<file path="config.mk">
export PLATFORM = sky130hd
export DESIGN_NAME = alu
export DESIGN_NICKNAME = d
export VERILOG_FILES = /design/src/verilog/cpu16_pkg.sv /design/src/verilog/alu.sv
export SDC_FILE = /design/constraint.sdc
export NUM_CORES = 1
export LEC_CHECK = 0
export ABC_AREA = 0
export BUFFER_PORTS_ARGS = -buffer_cell sky130_fd_sc_hd__buf_2
export CORE_MARGIN = 10
export CORE_UTILIZATION = 60
export DETAILED_ROUTE_END_ITERATION = 6
export PLACE_DENSITY_LB_ADDON = 0.25
export SETUP_SLACK_MARGIN = 0.15
export SLEW_MARGIN = 30
export SYNTH_ARGS = -nofsm -noshare
export SYNTH_HDL_FRONTEND = slang
export SYNTH_SLANG_ARGS = --single-unit
export TNS_END_PERCENT = 20
</file>
<file path="constraint.sdc">
create_clock -name vclk -period 67.9
set_input_delay 3.395 -clock vclk [all_inputs]
set_output_delay 3.395 -clock vclk [all_outputs]
set_load 0.02 [all_outputs]
</file>
<file path="src/verilog/cpu16_pkg.sv">
package cpu16_pkg;

    // machine word and memory address widths
    parameter int DATA_WIDTH = 16;
    parameter int ADDR_WIDTH = 11;

    // alu function select, same order as the opcode low bits
    typedef enum logic [3:0] {
        ALU_ADD,
        ALU_SUB,
        ALU_MUL,
        ALU_DIV,
        ALU_SHL,
        ALU_SHR,
        ALU_ROL,
        ALU_ROR,
        ALU_AND,
        ALU_OR,
        ALU_XOR,
        ALU_NOR,
        ALU_NAND,
        ALU_XNOR,
        ALU_GT,
        ALU_EQ
    } alu_op_t;

    // instruction opcode
    // top bit set means alu op, low four bits pick the function
    typedef enum logic [4:0] {
        OP_LDA  = 5'd0,
        OP_STA  = 5'd1,
        OP_JMP  = 5'd2,
        OP_JZ   = 5'd3,
        OP_HLT  = 5'd4,
        OP_ADD  = 5'd16,
        OP_SUB  = 5'd17,
        OP_MUL  = 5'd18,
        OP_DIV  = 5'd19,
        OP_SHL  = 5'd20,
        OP_SHR  = 5'd21,
        OP_ROL  = 5'd22,
        OP_ROR  = 5'd23,
        OP_AND  = 5'd24,
        OP_OR   = 5'd25,
        OP_XOR  = 5'd26,
        OP_NOR  = 5'd27,
        OP_NAND = 5'd28,
        OP_XNOR = 5'd29,
        OP_GT   = 5'd30,
        OP_EQ   = 5'd31
    } cpu_op_t;

    // one instruction word
    typedef struct packed {
        cpu_op_t                op;
        logic [ADDR_WIDTH-1:0]  addr;
    } instr_t;

    // one access on the memory port
    typedef struct packed {
        logic [ADDR_WIDTH-1:0]  addr;
        logic [DATA_WIDTH-1:0]  wdata;
        logic                   we;
    } mem_req_t;

    // store leaving the control unit
    typedef struct packed {
        logic                   valid;
        logic [ADDR_WIDTH-1:0]  addr;
        logic [DATA_WIDTH-1:0]  data;
    } store_t;

endpackage
</file>
<file path="src/verilog/alu.sv">
`timescale 1ns/1ps

module alu (
    input  cpu16_pkg::alu_op_t                  op,
    input  logic [cpu16_pkg::DATA_WIDTH-1:0]    a,
    input  logic [cpu16_pkg::DATA_WIDTH-1:0]    b,
    output logic [cpu16_pkg::DATA_WIDTH-1:0]    result
);

    localparam int W = cpu16_pkg::DATA_WIDTH;

    always_comb begin
        case (op)
            // arithmetic, all truncated to the word width
            cpu16_pkg::ALU_ADD: result = a + b;
            cpu16_pkg::ALU_SUB: result = a - b;
            // low half of the product
            cpu16_pkg::ALU_MUL: result = a * b;
            cpu16_pkg::ALU_DIV: begin
                // divide by zero saturates to all ones
                if (b == '0) begin
                    result = '1;
                end else begin
                    result = a / b;
                end
            end
            // single-bit shifts and rotates, b ignored
            cpu16_pkg::ALU_SHL: result = a << 1;
            cpu16_pkg::ALU_SHR: result = a >> 1;
            cpu16_pkg::ALU_ROL: result = {a[W-2:0], a[W-1]};
            cpu16_pkg::ALU_ROR: result = {a[0], a[W-1:1]};
            // bitwise logic
            cpu16_pkg::ALU_AND:  result = a & b;
            cpu16_pkg::ALU_OR:   result = a | b;
            cpu16_pkg::ALU_XOR:  result = a ^ b;
            cpu16_pkg::ALU_NOR:  result = ~(a | b);
            cpu16_pkg::ALU_NAND: result = ~(a & b);
            cpu16_pkg::ALU_XNOR: result = ~(a ^ b);
            // compares give 1 or 0, unsigned
            cpu16_pkg::ALU_GT: result = {{(W-1){1'b0}}, a > b};
            cpu16_pkg::ALU_EQ: result = {{(W-1){1'b0}}, a == b};
            default: result = '0;
        endcase
    end

endmodule

</file>
# After elaboration in Yosys (flattened, before gate mapping)
# Index checks and enable logic that the tools add are counted.
[totals]
mem_bits_rw = 0
mem_count = 0
inputBits = 36
rom_bits = 0
regBits = 0
latch_bits = 0
[classes]
div_mod_pow = 1
n_shift = 0
multipliers = 1
n_bitwise = 6
n_lt_le_gt_ge = 1
n_addsub = 2
n_mux = 2
eq_ne = 16
n_reduce_logical = 2
[op_table]
columns = ["operator", "count"]
rows = [
  ["one-hot mux 16 bit (16 select lines)", 1],
  ["NOT 16 bit", 3],
  ["== test 4 bit (second input constant)", 8],
  ["adder 16 bit", 1],
  ["AND 16 bit", 1],
  ["divider 16 x 16 -> 16 bit", 1],
  ["== test 16 bit", 1],
  ["== test 4 x 3 -> 1 bit (second input constant)", 4],
  ["> comparator 16 bit", 1],
  ["zero test 16 bit", 1],
  ["multiplier 16 x 16 -> 16 bit", 1],
  ["two-way mux 16 bit", 1],
  ["bitwise OR 16 bit", 1],
  ["subtractor 16 bit", 1],
  ["bitwise XOR 16 bit", 1],
  ["== test 4 x 2 -> 1 bit (second input constant)", 2],
  ["== test 4 x 1 -> 1 bit (second input constant)", 1],
  ["zero test 4 bit", 1],
]

# Logic depth before layout (Yosys ltp)
# Gate-level depths: netlist of run 1.
[depth]
ltp_word = 3
ltp_mapped = 132
mapped_depth_nobuf = 122

# Worst setup path before layout of run 1
# No wires, ideal clock.
[synth_timing]
path_type = "input to output"
start = "input b[0] in the netlist's numbering"
end = "output result[0] in the netlist's numbering"
t_required_ns = 64.505
arrival_time_ns = 29.550
setup_slack_ns = 34.955
cell_stages = 115
path_cell_list = "clkbuf_1 > clkinv_1 > ha_1 > a31oi_1 > a31oi_1 > ha_1 > o21a_1 > o21ai_0 > or4_1 > o21ai_0 > ha_1 > a21oi_1 > nand2_1 > mux2i_1 > o22ai_1 > ha_1 > o21ai_0 > a21oi_1 > [79 not listed] > o21ai_0 > a21o_1 > ha_1 > a21oi_1 > nand2_1 > o41ai_1 > o21ai_0 > a311oi_1 > o21bai_1 > a41oi_1 > buf_2 > mux2_2 > ha_1 > a21o_1 > a21oi_1 > a21oi_1 > or4_1 > o32a_1"
[synth_between]
elab_chain_cells = 3
word_cells_on_any_way = 15
cone_classes = "2 x add/sub; 1 x mul; 1 x div; 1 x order compare; 1 x eq/ne; 2 x mux; 6 x bitwise; 1 x reduce/logical"
[synth_rtl]
columns = ["item", "line_no", "source"]
rows = [
  ["start, declared", "alu.sv:6", "input logic [cpu16_pkg::DATA_WIDTH-1:0] b,"],
  ["divider 16 x 16 -> 16 bit (tied with other cells)", "alu.sv:24", "result = a / b;"],
  ["two-way mux 16 bit (tied with other cells)", "alu.sv:21", "if (b == '0) begin"],
  ["one-hot mux 16 bit (16 select lines) *", "alu.sv:13", "case (op)"],
  ["end, declared", "alu.sv:7", "output logic [cpu16_pkg::DATA_WIDTH-1:0] result"],
]
# Mark *: on every way between the ends. The rest lies on a longest branch, timed or not.

# Worst setup path in the final report of run 1
[layout_timing]
start = "input b[12] in the netlist's numbering"
end = "output result[0] in the netlist's numbering"
[layout_between]
elab_chain_cells = 3
word_cells_on_any_way = 6
cone_classes = "1 x div; 1 x order compare; 1 x eq/ne; 2 x mux; 1 x reduce/logical"
[layout_rtl]
columns = ["item", "line_no"]
rows = [
  ["divider 16 x 16 -> 16 bit / zero test 16 bit (equally long branches)", "alu.sv:24, alu.sv:21"],
  ["two-way mux 16 bit", "alu.sv:21"],
  ["one-hot mux 16 bit (16 select lines) *", "alu.sv:13"],
]
# Marked as above.

==> flow_metrics.env, run 1 <==
export IMPL_hp_start="a[13]"
export IMPL_syn_nets=2272
export IMPL_startpoint="b[12]"
export IMPL_hold_depth=6
export IMPL_synth_cells=1918
export IMPL_dp_hpwl_mm=38.84
export IMPL_num_rows=55
export IMPL_hold_viol=0
export IMPL_ys_types=90
export IMPL_ios=52
export IMPL_avgSynthCellArea_um2=7.184
export IMPL_synth_top_area_cell="ha_1"
export IMPL_fmax_mhz=26.91
export IMPL_first_global_vias=14580
export IMPL_drive_above_1_share=0.06920
export IMPL_min_period_over_period=0.5472
export IMPL_wl_per_cell_um=23.26
export IMPL_port_buffers=52
export IMPL_setup_viol=0
export IMPL_synthesis_area_mm2=0.01378
export IMPL_power_per_cell_area_mw_per_mm2=20.88
export IMPL_setup_tns_final_ns=0
export IMPL_drc=0
export IMPL_synth_common_cells="236 x ha_1, 205 x nor2_1, 187 x nand2_1"
export IMPL_n_clock_buffer=0
export IMPL_start_util=0.6086
export IMPL_grt_pass1_wl_mm=78.91
export IMPL_outcome="complete, no violations"
export IMPL_grt_max_degree=75
export IMPL_grt_overflow_total=0
export IMPL_seq_cells=0
export IMPL_p_leak_nw=6.735
export IMPL_seq_area_um2=0
export IMPL_startpoint_type="primary input"
export IMPL_yosys_warnings=0
export IMPL_rsz0062_at_grt="no"
export IMPL_p_sw_uw=176.1
export IMPL_drv_slew=0
export IMPL_dieWidth_um=171.5
export IMPL_grt_use_total=0.3370
export IMPL_relSlewSlack=0.2986
export IMPL_placed_area_mm2=0.01418
export IMPL_crit_path_top_delay_cell="a41oi_2"
export IMPL_routed_wl_mm=50.66
export IMPL_arrival_ns=33.76
export IMPL_post_cts_buffers=0
export IMPL_pwr_share_comb=1.000
export IMPL_antenna_cells=0
export IMPL_max_stage_delay_ns=0.76
export IMPL_yosys_cell_count_top_type="ha_1"
export IMPL_core_area_mm2=0.02264
export IMPL_vdd_drop_max_uv=38.31
export IMPL_gp_congestion=1.009
export IMPL_synth_area_leaders="ha_1 21%, fa_1 12%, xnor2_1 5.6%, nor2_1 5.6%, a21oi_1 5.3%"
export IMPL_cts_hold_buffers=0
export IMPL_max_cap_viol_count=0
export IMPL_cp_required_ns=64.50
export IMPL_floorplan_die_area_mm2=0.02942
export IMPL_fp_dieH_um=171.5
export IMPL_seqPwrFrac=0
export IMPL_synth_top_area_share=0.2143
export IMPL_power_uw=296.4
export IMPL_p_sw_frac=0.5942
export IMPL_cp_common_cell="ha_1"
export IMPL_antenna_found_initial=0
export IMPL_design_area_mm2=0.01420
export IMPL_via_count=14990
export IMPL_timing_worst_setup_path_type="primary input to output port"
export IMPL_layout_nets=2249
export IMPL_internal_power_uw=120.3
export IMPL_min_to="result[14]"
export IMPL_viasPerCell=6.884
export IMPL_dr_pass1_iters=6
export IMPL_path_max_fanout=20
export IMPL_drtIter0Drc=2047
export IMPL_period_needed_ns=37.16
export IMPL_area_growth_pct=3.033
export IMPL_pwr_share_clk=0
export IMPL_hold_class="primary input to output port"
export IMPL_cts_repair_resized=0
export IMPL_crit_path_end_kind="output port"
export IMPL_ys_seq_area_frac=0
export IMPL_worstMarginPinSlew_ns=1.038
export IMPL_ant_nets=0
## cell usage in the layout, fill, tap and decap left out, types with 19 or more instances in the layout
master / n
a211oi_1: 28
a21o_1: 29
a21oi_1: 147
buf_2: 52
fa_1: 82
ha_1: 236
inv_1: 166
mux2_2: 23
mux2i_1: 30
nand2_1: 187
nand2b_1: 21
nand3_1: 31
nor2_1: 205
nor3_1: 55
o21a_1: 35
o21ai_0: 83
o22ai_1: 19
or3_1: 22
xnor2_1: 88
xor2_1: 39
## cell type report
class / count / area, µm²
multi-input cells: 1652 / 12810
repair buffers: 69 / 387.9
inverters: 172 / 645.6
well taps: 285 / 356.6
fillers: 2067 / 8444
## power by group through the flow
stage / Combinational [mW] / Sequential, mW / Clock [mW]
3_3_place_gp: 0.278 / 0 / 0
2_1_floorplan: 0.211 / 0 / 0
3_5_place_dp: 0.286 / 0 / 0
5_1_grt: 0.321 / 0 / 0
4_1_cts: 0.288 / 0 / 0
6_report: 0.296 / 0 / 0
## worst max-delay path, delay by kind of cell
family / cells / cell delay, ns
mux: 4 / 1.18
fa+ha+maj: 15 / 4.26
buf+inv: 4 / 0.73
compound gates: 60 / 16.18
simple gates: 27 / 7.95
## worst max-delay path by stage
stage | to | slack (ns) | cells past startpoint
global placement | result[0] | 31.85 | 110
finish | result[0] | 30.74 | 110
floorplan | result[0] | 34.96 | 115
CTS | result[0] | 30.68 | 110
global route | result[0] | 28.58 | 110
detailed placement | result[0] | 30.77 | 111
## per-stage QoR
| stage | hold slack [ns] | cells | worst slack [ns] | utilization |
|---|---|---|---|---|
| after global placement | 7.686 | 2178 | 31.85 | 0.6259 |
| final | 7.687 | 2178 | 30.74 | 0.6270 |
| after detailed placement | 7.685 | 2178 | 30.77 | 0.6261 |
| after CTS | 7.687 | 2178 | 30.68 | 0.6261 |
| after global routing | 7.754 | 2178 | 28.58 | 0.6270 |
| after floorplan | 7.195 | 1918 | 34.96 | - |
## cell families (layout without fill, tap and decap cells)
group | after synthesis | in the layout | share of synthesized area
buf+inv | 266 | 241 | 0.07428
simple gates | 617 | 617 | 0.2056
fa+ha+maj | 318 | 318 | 0.3335
mux | 55 | 55 | 0.04277
xor+xnor | 127 | 127 | 0.08073
compound gates | 535 | 535 | 0.2632
## routing by layer
layer,GRT usage,vias up,share of wire
met4,0.1486,0,0.051
li1,-,6808,-
met1,0.4418,6982,0.39
met3,0.06441,211,0.13
met5,0,-,0
met2,0.5258,993,0.42
Power figures use the tool's default switching activity.
==> inputs of run 2 (changes only) <==
clock period = 32.2 ns   (was 67.9 ns; I/O delays follow)
==> run 2 against run 1 <==
The flow now finishes with violations (DRC). Core utilization increased by 1.6 points. Global-route usage increased by 0.38 points. Via count increased by 1.2%. Cell count increased by 1.1%. Combinational power increased by 110%. Clock-buffer cell count unchanged. Setup slack got worse by 29 ns. Wire length increased by 2.3%.
==> flow_metrics.env, run 2 (same netlist as run 1, synthesis figures left out) <==
export IMPL_arrival_ns=28.99
export IMPL_path_max_fanout=16
export IMPL_design_area_mm2=0.01456
export IMPL_dp_cells=2188
export IMPL_startpoint_type="primary input"
export IMPL_max_cap_viol_count=0
export IMPL_ios=52
export IMPL_cts_hold_buffers=0
export IMPL_seqPwrFrac=0
export IMPL_floorplan_die_area_mm2=0.02942
export IMPL_route_top_layer_used="met5"
export IMPL_violations="DRC"
export IMPL_drv_slew=0
export IMPL_start_util=0.6086
export IMPL_first_global_vias=14240
export IMPL_dieWidth_um=171.5
export IMPL_met3_wirelength_mm=6.783
export IMPL_fp_dieH_um=171.5
export IMPL_vdd_drop_max_uv=69.72
export IMPL_drive_above_1_share=0.09494
export IMPL_wl_per_cell_um=23.53
export IMPL_routed_wl_mm=51.81
export IMPL_pwr_share_clk=0
export IMPL_wl_met2_mm=21.87
export IMPL_drc=10
export IMPL_fmax_mhz=32.68
export IMPL_antenna_cells=0
export IMPL_max_stage_delay_ns=0.54
export IMPL_grt_overflow_total=0
export IMPL_relSlewSlack=0.3641
export IMPL_placed_area_mm2=0.01425
export IMPL_crit_path_end_kind="output port"
export IMPL_hold_viol=0
export IMPL_final_cells=2202
export IMPL_timing_worst_setup_path_type="primary input to output port"
export IMPL_dr_pass1_iters=7
export IMPL_wl_met1_mm=20.64
export IMPL_setup_viol=0
export IMPL_fillerInstances=2035
export IMPL_setup_tns_final_ns=0
export IMPL_rsz0062_at_grt="no"
export IMPL_antenna_found_initial=2
export IMPL_n_clock_buffer=0
export IMPL_hold_class="primary input to output port"
export IMPL_internal_power_uw=254.1
export IMPL_power_per_cell_area_mw_per_mm2=42.43
export IMPL_final_cell_mix="236 x ha_1, 205 x nor2_1, 187 x nand2_1"
export IMPL_p_leak_nw=6.859
export IMPL_p_sw_frac=0.5887
export IMPL_period_needed_ns=30.60
export IMPL_p_sw_uw=363.8
export IMPL_grt_pass1_wl_mm=79.35
export IMPL_crit_path_top_delay_cell="or3b_2"
export IMPL_timing_hold_ws_ns=4.119
export IMPL_min_period_over_period=0.9503
export IMPL_num_rows=55
export IMPL_outcome="finished with violations"
export IMPL_layout_nets=2273
export IMPL_grt_max_degree=75
export IMPL_seq_cells=0
export IMPL_area_growth_pct=5.703
export IMPL_drtIter0Drc=1876
export IMPL_pwr_share_comb=1.000
export IMPL_viasPerCell=6.891
export IMPL_worstMarginPinSlew_ns=0.9538
export IMPL_cp_common_cell="ha_1"
export IMPL_ant_nets=0
export IMPL_core_area_mm2=0.02264
export IMPL_final_common_cell="ha_1"
export IMPL_grt_use_total=0.3408
export IMPL_via_count=15170
export IMPL_port_buffers=52
export IMPL_cp_required_ns=30.59
export IMPL_seq_area_um2=0
export IMPL_dp_hpwl_mm=38.97
export IMPL_gp_congestion=1.008
==> run 2: per-layer routing <==
layer  track usage  vias up
li1              -     6865
met1        0.4519     7106
met2        0.5257     1006
met3       0.07564      195
met4        0.1323        2
met5             0        -
==> run 2: worst max-delay path: cells and delay by family <==
family	cells	cell delay, ns
muxes	4	0.99
AOI/OAI and AO/OA	64	14.78
buffers and inverters	9	1.60
adders and majority gates	15	4.34
and+or+nand+nor	21	5.61
==> run 2: power by group through the flow <==
stage | Clock, mW | Sequential (mW) | Combinational, mW
after CTS | 0 | 0 | 0.599
after detailed placement | 0 | 0 | 0.591
final | 0 | 0 | 0.618
after global routing | 0 | 0 | 0.678
after floorplan | 0 | 0 | 0.445
after global placement | 0 | 0 | 0.580
==> run 2: repair_timing <==
| action | 4_1_cts | 5_1_grt |
|---|---|---|
| pin swaps | 2 | 6 |
| setup buffers | 0 | 12 |
| gates cloned | 1 | 1 |
| setup endpoints to repair | 1 | 2 |
| gates resized for setup | 7 | 30 |
==> run 2: path summary, 6_finish.rpt <==
| kind | from | to | slack (ns) | depth (start not counted) |
|---|---|---|---|---|
| worst max-delay path | b[6] | result[0] | 1.60 | 113 |
| worst min-delay path | a[13] | result[14] | 4.12 | 6 |
==> run 2: metrics by stage <==
step	power (mW)	setup WS (ns)	utilization
floorplan	0.4453	2.825	-
global placement	0.5802	-0.02091	0.6292
detailed placement	0.5910	-0.8300	0.6292
CTS	0.5989	0.2055	0.6314
global route	0.6776	0.1049	0.6433
finish	0.6180	1.601	0.6433
==> run 2: final cells by class <==
cell class / count / area [µm²] / area share
inverter: 172 / 645.6 / 0.04433
timing repair buffer: 91 / 553.0 / 0.03797
multi-input combinational: 1654 / 13010 / 0.8932
tap: 285 / 356.6 / 0.02448
